## config.mk

```make
export PLATFORM = sky130hd
export DESIGN_NAME = video_udp_top
export DESIGN_NICKNAME = d
export VERILOG_FILES = /design/src/rtl/video_pkg.sv /design/src/rtl/udp_pkg.sv /design/src/rtl/reset_counter.sv /design/src/rtl/sync_fifo.sv /design/src/rtl/video_capture.sv /design/src/rtl/rgb_word_packer.sv /design/src/rtl/udp_tx_sender.sv /design/src/rtl/udp_rx_receiver.sv /design/src/rtl/video_udp_top.sv
export SDC_FILE = /design/constraint.sdc
export NUM_CORES = 2
export LEC_CHECK = 0
export BUFFER_PORTS_ARGS = -buffer_cell sky130_fd_sc_hd__buf_2
export CAP_MARGIN = 40
export CORE_ASPECT_RATIO = 1.5
export CORE_MARGIN = 2
export CORE_UTILIZATION = 63
export DETAILED_ROUTE_END_ITERATION = 7
export PLACE_DENSITY = 0.79
export REMOVE_ABC_BUFFERS = 1
export SKIP_CTS_REPAIR_TIMING = 1
export SYNTH_ARGS = -nofsm -noshare
export SYNTH_HDL_FRONTEND = slang
export SYNTH_SLANG_ARGS = --single-unit
```

## constraint.sdc

```tcl
create_clock -name clk125m_i -period 8 [get_ports clk125m_i]
set_clock_uncertainty 0.15 [all_clocks]
set_input_delay 0.4 -clock clk125m_i [delete_from_list [all_inputs] [get_ports clk125m_i]]
set_output_delay 0.4 -clock clk125m_i [all_outputs]
set_load 0.01 [all_outputs]
```

## src/rtl/video_pkg.sv

```systemverilog
package video_pkg;

    // Pixels packed per group of three 32-bit words
    localparam int GROUP_PIXELS = 4;

    typedef struct packed {
        logic [7:0] red;
        logic [7:0] green;
        logic [7:0] blue;
    } rgb_t;

    // Raw video timing and data, sampled every cycle
    typedef struct packed {
        logic hsync;
        logic vsync;
        logic de;
        rgb_t rgb;
    } video_in_t;

    typedef struct packed {
        logic sof;
        rgb_t rgb;
    } pixel_t;

endpackage

```

## src/rtl/udp_pkg.sv

```systemverilog
package udp_pkg;

    localparam int UDP_WORD_W = 32;

    // One FIFO entry on the way to or from a UDP channel
    typedef struct packed {
        logic [UDP_WORD_W-1:0] data;
        logic                  last;
    } udp_beat_t;

    // Request/enable/data side of a channel
    // Ack travels on its own wire in the opposite direction
    typedef struct packed {
        logic                  request;
        logic                  enable;
        logic [UDP_WORD_W-1:0] data;
    } udp_send_t;

endpackage

```

## src/rtl/reset_counter.sv

```systemverilog
`timescale 1ns/100ps
`default_nettype none

module reset_counter #(
    parameter int RESET_COUNT = 16
) (
    input  logic clk125m_i,
    input  logic reset_i,
    output logic rst_o
);

    localparam int CNT_W = $clog2(RESET_COUNT + 1);

    logic [CNT_W-1:0] count;

    // Reload while the external reset is held, then count down
    always_ff @(posedge clk125m_i) begin
        if (reset_i) begin
            count <= CNT_W'(RESET_COUNT);
        end else if (count != '0) begin
            count <= count - 1'b1;
        end
    end

    assign rst_o = reset_i || (count != '0);

endmodule // reset_counter

`default_nettype wire

```

## src/rtl/sync_fifo.sv

```systemverilog
`timescale 1ns/100ps
`default_nettype none

module sync_fifo #(
    parameter int  DEPTH     = 32,
    parameter type payload_t = logic [7:0]
) (
    input  logic                       clk125m_i,
    input  logic                       reset_i,
    input  logic                       wr_en_i,
    input  payload_t                   wr_data_i,
    input  logic                       rd_en_i,
    output payload_t                   rd_data_o,
    output logic                       empty_o,
    output logic                       full_o,
    output logic [$clog2(DEPTH+1)-1:0] free_o
);

    localparam int PTR_W = $clog2(DEPTH);
    localparam int CNT_W = $clog2(DEPTH + 1);

    payload_t         mem [DEPTH];
    logic [PTR_W-1:0] wr_ptr;
    logic [PTR_W-1:0] rd_ptr;
    logic [CNT_W-1:0] count;
    logic             do_wr;
    logic             do_rd;

    assign do_wr = wr_en_i && !full_o;
    assign do_rd = rd_en_i && !empty_o;

    always_ff @(posedge clk125m_i) begin
        if (do_wr) begin
            mem[wr_ptr] <= wr_data_i;
        end
    end

    always_ff @(posedge clk125m_i) begin
        if (reset_i) begin
            wr_ptr <= '0;
            rd_ptr <= '0;
            count  <= '0;
        end else begin
            if (do_wr) begin
                wr_ptr <= (wr_ptr == PTR_W'(DEPTH - 1)) ? '0 : wr_ptr + 1'b1;
            end
            if (do_rd) begin
                rd_ptr <= (rd_ptr == PTR_W'(DEPTH - 1)) ? '0 : rd_ptr + 1'b1;
            end
            case ({do_wr, do_rd})
                2'b10:   count <= count + 1'b1;
                2'b01:   count <= count - 1'b1;
                default: count <= count;
            endcase
        end
    end

    // Head is shown without a read request
    assign rd_data_o = mem[rd_ptr];
    assign empty_o   = (count == '0);
    assign full_o    = (count == CNT_W'(DEPTH));
    assign free_o    = CNT_W'(DEPTH) - count;

endmodule // sync_fifo

`default_nettype wire

```

## src/rtl/video_capture.sv

```systemverilog
`timescale 1ns/100ps
`default_nettype none

module video_capture
    import video_pkg::*;
(
    input  logic      clk125m_i,
    input  logic      reset_i,
    input  video_in_t video_i,
    input  logic      fifo_full_i,
    output logic      pix_wr_o,
    output pixel_t    pix_o,
    output logic      overrun_o
);

    logic pix_valid;
    logic sof_pending;

    always_ff @(posedge clk125m_i) begin
        if (reset_i) begin
            pix_valid   <= 1'b0;
            sof_pending <= 1'b0;
            overrun_o   <= 1'b0;
        end else begin
            pix_valid <= video_i.de;
            // Armed by vsync and used up by the next pixel
            if (video_i.vsync) begin
                sof_pending <= 1'b1;
            end else if (video_i.de) begin
                sof_pending <= 1'b0;
            end
            if (pix_valid && fifo_full_i) begin
                overrun_o <= 1'b1;
            end
        end
    end

    always_ff @(posedge clk125m_i) begin
        if (video_i.de) begin
            pix_o.rgb <= video_i.rgb;
            pix_o.sof <= sof_pending;
        end
    end

    // Video cannot stall so a pixel facing a full FIFO is dropped
    assign pix_wr_o = pix_valid && !fifo_full_i;

endmodule // video_capture

`default_nettype wire

```

## src/rtl/rgb_word_packer.sv

```systemverilog
`timescale 1ns/100ps
`default_nettype none

module rgb_word_packer
    import video_pkg::*;
    import udp_pkg::*;
#(
    parameter int PACKET_WORDS = 6
) (
    input  logic      clk125m_i,
    input  logic      reset_i,
    input  pixel_t    pix_i,
    input  logic      pix_empty_i,
    output logic      pix_rd_o,
    input  logic      word_full_i,
    output logic      word_wr_o,
    output udp_beat_t word_o
);

    localparam int CNT_W = $clog2(PACKET_WORDS);

    logic [1:0]       phase;
    logic [1:0]       cur_phase;
    logic [23:0]      hold;
    logic [CNT_W-1:0] word_cnt;
    logic             take;

    assign take      = !pix_empty_i && !word_full_i;
    assign pix_rd_o  = take;
    // Start of frame always begins a new group
    assign cur_phase = pix_i.sof ? 2'd0 : phase;
    assign word_wr_o = take && (cur_phase != 2'd0);

    always_comb begin
        case (cur_phase)
            2'd1:    word_o.data = {hold, pix_i.rgb.red};
            2'd2:    word_o.data = {hold[15:0], pix_i.rgb.red, pix_i.rgb.green};
            default: word_o.data = {hold[7:0], pix_i.rgb};
        endcase
        word_o.last = (word_cnt == CNT_W'(PACKET_WORDS - 1));
    end

    // Leftover bytes wait here for the next word
    always_ff @(posedge clk125m_i) begin
        if (take) begin
            case (cur_phase)
                2'd0:    hold       <= pix_i.rgb;
                2'd1:    hold[15:0] <= {pix_i.rgb.green, pix_i.rgb.blue};
                2'd2:    hold[7:0]  <= pix_i.rgb.blue;
                default: hold       <= hold;
            endcase
        end
    end

    always_ff @(posedge clk125m_i) begin
        if (reset_i) begin
            phase    <= 2'd0;
            word_cnt <= '0;
        end else if (take) begin
            if (cur_phase == 2'(GROUP_PIXELS - 1)) begin
                phase <= 2'd0;
            end else begin
                phase <= cur_phase + 2'd1;
            end
            if (pix_i.sof) begin
                word_cnt <= '0;
            end else if (word_wr_o) begin
                word_cnt <= word_o.last ? '0 : word_cnt + 1'b1;
            end
        end
    end

endmodule // rgb_word_packer

`default_nettype wire

```

## src/rtl/udp_tx_sender.sv

```systemverilog
`timescale 1ns/100ps
`default_nettype none

module udp_tx_sender
    import udp_pkg::*;
(
    input  logic      clk125m_i,
    input  logic      reset_i,
    input  udp_beat_t beat_i,
    input  logic      empty_i,
    output logic      rd_o,
    output udp_send_t send_o,
    input  logic      ack_i
);

    typedef enum logic [1:0] {
        st_idle,
        st_request,
        st_stream
    } state_t;

    state_t state;
    logic   fire;

    // One word per cycle while ack is held and data is waiting
    assign fire = (state == st_stream) && ack_i && !empty_i;
    assign rd_o = fire;

    always_comb begin
        send_o.data    = beat_i.data;
        send_o.enable  = fire;
        // Drops together with the last word
        send_o.request = (state == st_request) ||
                         ((state == st_stream) && !(fire && beat_i.last));
    end

    always_ff @(posedge clk125m_i) begin
        if (reset_i) begin
            state <= st_idle;
        end else begin
            case (state)
                st_idle: begin
                    if (!empty_i) state <= st_request;
                end
                st_request: begin
                    if (ack_i) state <= st_stream;
                end
                st_stream: begin
                    if (fire && beat_i.last) state <= st_idle;
                end
                default: state <= st_idle;
            endcase
        end
    end

endmodule // udp_tx_sender

`default_nettype wire

```

## src/rtl/udp_rx_receiver.sv

```systemverilog
`timescale 1ns/100ps
`default_nettype none

module udp_rx_receiver
    import udp_pkg::*;
#(
    parameter int MAX_RX_WORDS = 16,
    parameter int FIFO_DEPTH   = 32
) (
    input  logic                            clk125m_i,
    input  logic                            reset_i,
    input  udp_send_t                       recv_i,
    output logic                            ack_o,
    input  logic [$clog2(FIFO_DEPTH+1)-1:0] free_i,
    output logic                            wr_o,
    output udp_beat_t                       beat_o
);

    localparam int FREE_W = $clog2(FIFO_DEPTH + 1);

    logic room;

    // Whole packet must fit before ack is given
    assign room = (free_i >= FREE_W'(MAX_RX_WORDS));

    always_ff @(posedge clk125m_i) begin
        if (reset_i) begin
            ack_o <= 1'b0;
        end else if (ack_o) begin
            ack_o <= recv_i.request;
        end else begin
            ack_o <= recv_i.request && room;
        end
    end

    assign wr_o        = recv_i.enable && ack_o;
    assign beat_o.data = recv_i.data;
    // Final word arrives with request already low
    assign beat_o.last = !recv_i.request;

endmodule // udp_rx_receiver

`default_nettype wire

```

## src/rtl/video_udp_top.sv

```systemverilog
`timescale 1ns/100ps
`default_nettype none

module video_udp_top
    import video_pkg::*;
    import udp_pkg::*;
#(
    parameter int RESET_COUNT   = 16,
    parameter int PACKET_WORDS  = 6,
    parameter int MAX_RX_WORDS  = 16,
    parameter int FIFO_DEPTH    = 32,
    parameter int HEARTBEAT_BIT = 4
) (
    input  logic       clk125m_i,
    input  logic       reset_i,
    input  video_in_t  video_i,
    output udp_send_t  udp0_send_o,
    input  logic       udp0_send_ack_i,
    input  udp_send_t  udp1_recv_i,
    output logic       udp1_recv_ack_o,
    output udp_send_t  udp1_send_o,
    input  logic       udp1_send_ack_i,
    output logic [2:0] led_o
);

    localparam int FREE_W = $clog2(FIFO_DEPTH + 1);

    logic               rst;
    logic               overrun;
    logic [HEARTBEAT_BIT:0] hb_cnt;

    logic               pix_wr;
    pixel_t             pix_in;
    pixel_t             pix_head;
    logic               pix_full;
    logic               pix_empty;
    logic               pix_rd;

    logic               word_wr;
    udp_beat_t          word_in;
    udp_beat_t          word_head;
    logic               word_full;
    logic               word_empty;
    logic               word_rd;

    logic               loop_wr;
    udp_beat_t          loop_in;
    udp_beat_t          loop_head;
    logic               loop_empty;
    logic               loop_rd;
    logic [FREE_W-1:0]  loop_free;

    reset_counter #(.RESET_COUNT(RESET_COUNT)) u_reset_counter (
        .clk125m_i(clk125m_i), .reset_i(reset_i), .rst_o(rst)
    );

    always_ff @(posedge clk125m_i) begin
        if (rst) begin
            hb_cnt <= '0;
        end else begin
            hb_cnt <= hb_cnt + 1'b1;
        end
    end

    assign led_o = {hb_cnt[HEARTBEAT_BIT], ~rst, overrun};

    // Video to UDP channel 0
    video_capture u_video_capture (
        .clk125m_i(clk125m_i), .reset_i(rst), .video_i(video_i), .fifo_full_i(pix_full),
        .pix_wr_o(pix_wr), .pix_o(pix_in), .overrun_o(overrun)
    );

    sync_fifo #(.DEPTH(FIFO_DEPTH), .payload_t(pixel_t)) u_pix_fifo (
        .clk125m_i(clk125m_i), .reset_i(rst), .wr_en_i(pix_wr), .wr_data_i(pix_in),
        .rd_en_i(pix_rd), .rd_data_o(pix_head), .empty_o(pix_empty), .full_o(pix_full),
        .free_o()
    );

    rgb_word_packer #(.PACKET_WORDS(PACKET_WORDS)) u_packer (
        .clk125m_i(clk125m_i), .reset_i(rst), .pix_i(pix_head), .pix_empty_i(pix_empty),
        .pix_rd_o(pix_rd), .word_full_i(word_full), .word_wr_o(word_wr), .word_o(word_in)
    );

    sync_fifo #(.DEPTH(FIFO_DEPTH), .payload_t(udp_beat_t)) u_word_fifo (
        .clk125m_i(clk125m_i), .reset_i(rst), .wr_en_i(word_wr), .wr_data_i(word_in),
        .rd_en_i(word_rd), .rd_data_o(word_head), .empty_o(word_empty), .full_o(word_full),
        .free_o()
    );

    udp_tx_sender u_udp0_sender (
        .clk125m_i(clk125m_i), .reset_i(rst), .beat_i(word_head), .empty_i(word_empty),
        .rd_o(word_rd), .send_o(udp0_send_o), .ack_i(udp0_send_ack_i)
    );

    // Channel 1 loopback
    udp_rx_receiver #(.MAX_RX_WORDS(MAX_RX_WORDS), .FIFO_DEPTH(FIFO_DEPTH)) u_udp1_receiver (
        .clk125m_i(clk125m_i), .reset_i(rst), .recv_i(udp1_recv_i), .ack_o(udp1_recv_ack_o),
        .free_i(loop_free), .wr_o(loop_wr), .beat_o(loop_in)
    );

    sync_fifo #(.DEPTH(FIFO_DEPTH), .payload_t(udp_beat_t)) u_loop_fifo (
        .clk125m_i(clk125m_i), .reset_i(rst), .wr_en_i(loop_wr), .wr_data_i(loop_in),
        .rd_en_i(loop_rd), .rd_data_o(loop_head), .empty_o(loop_empty), .full_o(),
        .free_o(loop_free)
    );

    udp_tx_sender u_udp1_sender (
        .clk125m_i(clk125m_i), .reset_i(rst), .beat_i(loop_head), .empty_i(loop_empty),
        .rd_o(loop_rd), .send_o(udp1_send_o), .ack_i(udp1_send_ack_i)
    );

endmodule // video_udp_top

`default_nettype wire

```

---- After elaboration in Yosys (flattened, before gate mapping) ----
Memories as Yosys holds them, arrays and structs flattened. A register that Yosys moved wholly into a read port is not among the register bits.
Index checks and enable logic that the tools add are counted.
cells by class
  $lt $le $gt $ge ......................... 1
  mux-type cells .......................... 38
  eq/ne operators ......................... 29
  $add $sub $neg .......................... 17
  reduce and logical (&&, ||, !) cells .... 53
  bitwise operators ....................... 1
operator list
  cell                 count
  $pmux 32 s2          1
  $mux 5               12
  $pmux 6 s2           3
  $add 5x1->5 const B  7
  $eq 5x5->1 const B   6
  $logic_and 1x1->1    20
  $add 6x1->6 const B  3
  $eq 6x6->1 const B   3
  $logic_not 6->1      3
  $sub 6x1->6 const B  3
  $mux 2               8
  $eq 2x2->1 const B   7
  $eq 2x1->1 const B   6
  $ne 2x2->1 const B   6
  $pmux 2 s3           2
  $reduce_bool 2->1    6
  $logic_not 1->1      9
  $mux 1               9
  $mux 3               3
  $reduce_and 2->1     4
  $ge 6x5->1 const B   1
  $logic_not 2->1      3
  $reduce_and 3->1     2
  $sub 6x6->6 const A  1
  other kinds (9)      11
storage, ports and cells
  output and inout port bits .............. 72
  memory bits (writable) .................. 2912
  word-level logic and storage cells ...... 168
  memories kept ........................... 3
  register bits after elaboration ......... 120
  input port bits ......................... 65
memory list
  name             depth  bits a word  read ports  clocked after Yosys merged registers in  wr ports  RTL line         text
  u_loop_fifo.mem  32     33           1           1                                        1         sync_fifo.sv:22  payload_t mem [DEPTH];
  u_word_fifo.mem  32     33           1           1                                        1         sync_fifo.sv:22
  u_pix_fifo.mem   32     25           1           1                                        1         sync_fifo.sv:22

---- Depth between registers and ports, before layout ----
  depth in word-level cells ............... 7
  depth in mapped cells ................... 23
  mapped depth without buffers ............ 18

---- Modules after synthesis ----
Synthesis repeated with hierarchy kept, for this count alone.
second synthesis, totals
  cells, all modules ...................... 6246
  area total of the unflattened synthesis .. 119141.8 um^2
modules (own cells, without submodules)
  module                    instances  sequential area each (um^2)  cells each  area an instance (um^2)
  sync_fifo at u_word_fifo  1          32130.8                      2130        41691.2
  sync_fifo at u_loop_fifo  1          32130.8                      2130        41690.0
  sync_fifo at u_pix_fifo   1          24443.4                      1609        31721.7
  rgb_word_packer           1          820.8                        169         1635.3
  video_capture             1          810.8                        35          853.3
  udp_tx_sender             2          40.0                         44          374.1
  reset_counter             1          100.1                        27          295.3
  udp_rx_receiver           1          20.0                         37          291.5
  video_udp_top             1          100.1                        21          215.2

---- Worst setup path before layout ----
OpenSTA, ideal clock, no wires.
  kind .................................... register to register
  start ................................... register with a tool-made name
  end ..................................... memory u_word_fifo.mem[15][0] (netlist name) (enable)
  clock period less this slack ............ 5.711 ns
  buffers on the path ..................... 4
  required time ........................... 7.386 ns
  setup slack ............................. 2.289 ns
  setup time .............................. 0.464 ns
  stages on the path, launching flop included .. 15
  arrival time ............................ 5.097 ns
  cells stage by stage .................... dfxtp_1 buf_2 buf_6 buf_6 buf_2 nor2b_1 a22oi_1 nand3_1 nand3_1 nor2b_1 nand2_1 ha_1 a221oi_2 nand2_1 nor3_1
RTL lines
  element        RTL line
  end, declared  sync_fifo.sv:22

==> results.md <==
- I/O Buffers: ~140
- Max cap viols: 0
- Bufs on Longest Clock Path: 4
- Yosys warnings: 0
- Via Count: 59600
- RSZ-0062 raised after global routing: false
- NumNets Final: 5634
- Worst-path clk slew: 60 ps
- Die H: approximately 530 µm
- Status: complete, no violations
- Max H-tree Level: 5
- Final hold viol count: 0
- Sequential-to-total area share from yosys stat: 77.6%
- Worst slew pin tran: 1040 ps
- Largest net degree at the start of global routing: about 150
- Crit-path cells: nor2b_1 -> a22oi_1 -> nand3_1 -> nand3_1 -> nor2b_1 -> nand2_1 -> ha_2 -> a221oi_2 -> nand2_1 -> nor3_2 -> buf_4
- Data required time of the critical path: 8320 ps
- Worst hold path startpoint: udp1_recv_i[32]
- GRT Total Usage: around 33%
- Worst stage delay on the critical path: 890 ps
- Layout cell share with drive strength beyond 1: 30.1%
- Final WS setup: 2230 ps
- Post-synth cell types: 64
- Async set-reset flop share out of synthesis: 0%
- CP endpoint kind: flop
- Worst skew pair latency: 860 ps
- Die ar.: 189000 µm²
- Power per cell area: 234 nW/µm²
- Final GP Congestion: just under 0.8
- Worst slack at placement: 2500 ps
- Core area: 184000 µm²
- Clock root buffer: clkbuf_16
- CP Class: flop to flop
- Worst r2r dst: u_word_fifo.mem[12][6]
- DRC Markers: 0
- IO Count: 137
- Synthesized flop and latch total: 3047
- Routed wire per std cell: between 30 and 40 µm
- Number of antenna violations at the first check in global routing: 16
- Initial Util: 63.4%
- FF-to-FF path depth: 11
- Worst Hold Class: primary input to flop
- Post-Route WL: 309000 µm
- Wl on met1: 101000 µm
- Die width: 355 µm
- Final hold slack: 31.5 ps
- Avg Vias per Cell: 7.30
- Sinks on the clock net: 3047
- Final Power: 30.7 mW
- Post-synth EDFFs: around 3000
- Critical Path Fanout Max: 45
- Commonest non-fill, non-tap cell in the layout: edfxtp_1
- Leak: 39.8 nW
- CTS tree: built
- WHS Endpoint: u_loop_fifo.wr_ptr[4]
- Layout Area Growth over Synthesis: 12.4%
- R2R Setup Slk: between 2000 and 2500 ps
- First-pass GRT wire length: around 440000 µm
- Mean area per synthesized cell: 22.7 µm²
- Critical path's slowest cell: dfxtp_4
- Setup TNS: 0 ps
- Most frequent cells in the layout: edfxtp_1, mux4_2, clkbuf_16
- Rel. slew slack: 30.7%
- Vias in the first global route: about 60000
- ANT nets after route: 0
- Hold Path Depth: 4
- Final worst path period need: 5770 ps
- Ys flop type: edfxtp_1
- Max IR drop VDD: 200 µV
- Post-DP HPWL: 149000 µm
- Area of the multi-input gates: 25600 µm²
- Finish-stage setup viols: 0
- Fill count: 9590
- FF/Latch Area: 90700 µm²
- Fmax: 173 MHz
- Max layer used: met5
- DR iter-0 viols: ~9500
- Iteration count of the initial detailed-routing pass: 6
- DR WL met2: 161000 µm
- Gr ovfl total: 0
- TritonCTS Buffers: 271
- Startpoint types: flop
- CP arrival: around 6000 ps
- Wire length on met3: between 30000 and 40000 µm
- Synth Cell Area: around 120000 µm²
- Final cycle utilization of the critical path: ~70%
- Slew Limit Fails: 0
- Cells after Synth: 5132
- Row cnt: 193
-- final cells by class --
class                   instances  share of cell area [%]
diodes                          6                  0.0114
clock buffers                 339                    5.46
clock inverters               129                   0.902
inverters                      33                  0.0944
multi-input cells            1780                    19.5
flip-flops and latches       3047                    69.1
well taps                    2437                    2.32
repair buffers                394                    2.58
-- critical path: cells and delay by family (launching register included) --
| family | cells | cell delay [ps] |
|---|---|---|
| and+or+nand+nor | 7 | 2760 |
| DFF | 1 | 890 |
| AOI/OAI and AO/OA | 2 | 650 |
| buffers and inverters | 1 | 630 |
| adders and majority gates | 1 | 250 |
-- sequential cells by signal, summed over array words and instances, names as in the netlist, 6 cells and up, named ones only --
register,flops
u_loop_fifo.count,6
u_loop_fifo.mem,1056
u_packer.hold,24
u_pix_fifo.count,6
u_pix_fifo.mem,800
u_video_capture.pix_o,25
u_word_fifo.count,6
u_word_fifo.mem,1056
-- layer usage --
metal,global-route usage (%),vias to the layer above
met2,56.0,5117
met4,15.1,12
met1,41.5,31100
met3,5.79,948
met5,0,-
li1,-,22500
-- synthesized netlist by cell type, drive strengths merged (7+ instances only) --
| library cell | count | area [µm²] |
|---|---|---|
| mux2i | 61 | 611 |
| dfxtp | 86 | 1720 |
| nand2b | 10 | 62.6 |
| buf | 143 | 753 |
| nor4 | 20 | 131 |
| mux4 | 842 | 19000 |
| a21oi | 66 | 330 |
| o311ai | 8 | 70.1 |
| a31oi | 14 | 87.6 |
| inv | 30 | 113 |
| a221oi | 10 | 93.8 |
| xnor2 | 10 | 87.6 |
| a22oi | 26 | 195 |
| nor3 | 17 | 85.1 |
| or4 | 7 | 52.6 |
| clkbuf | 129 | 485 |
| or3 | 8 | 50.1 |
| and3 | 8 | 50.1 |
| mux2 | 34 | 383 |
| nand2 | 172 | 646 |
| a21o | 17 | 128 |
| a22o | 9 | 78.8 |
| nor2b | 7 | 43.8 |
| xor2 | 10 | 87.6 |
| nand3b | 15 | 113 |
| o21ai | 18 | 90.1 |
| ha | 40 | 500 |
| nand3 | 31 | 155 |
| nor2 | 190 | 713 |
| o22ai | 66 | 413 |
| edfxtp | 2961 | 88900 |
-- where the power goes --
| part | switching (mW) | internal (mW) |
|---|---|---|
| Sequential | 0.0804 | 17.5 |
| Combinational | 0.258 | 0.102 |
| Clock | 5.80 | 7.00 |
| Total | 6.14 | 24.6 |
-- stage by stage --
stage	instance area (µm²)	instances	util, %
after floorplan	116000	4860	-
after global placement	121000	7588	65.9
after detailed placement	122000	7620	66.2
after CTS	130000	8088	70.7
after global routing	131000	8163	71.2
final	131000	8165	71.2
-- worst max path at each step --
stage / startpoint / to / cells after the start
final: flop / u_word_fifo.mem[12][6] / 11
after global routing: flop / u_word_fifo.mem[12][31] / 11
after CTS: flop / u_word_fifo.mem[12][17] / 11
after detailed placement: flop / u_word_fifo.mem[12][32] / 11
after global placement: flop / u_word_fifo.mem[12][32] / 11
after floorplan: flop / udp1_send_o[33] / 6
-- cells by family after synthesis --
logic type	count (synthesis)	synth area share, %
AO/OA/AOI/OAI	263	1.48
XOR/XNOR	20	0.150
adder cells (fa/ha/maj)	42	0.463
buffers and inverters	305	1.17
flip-flops	3047	77.6
multiplexers	937	17.1
AND/OR/NAND/NOR	518	2.01
Power figures use the tool's default switching activity.
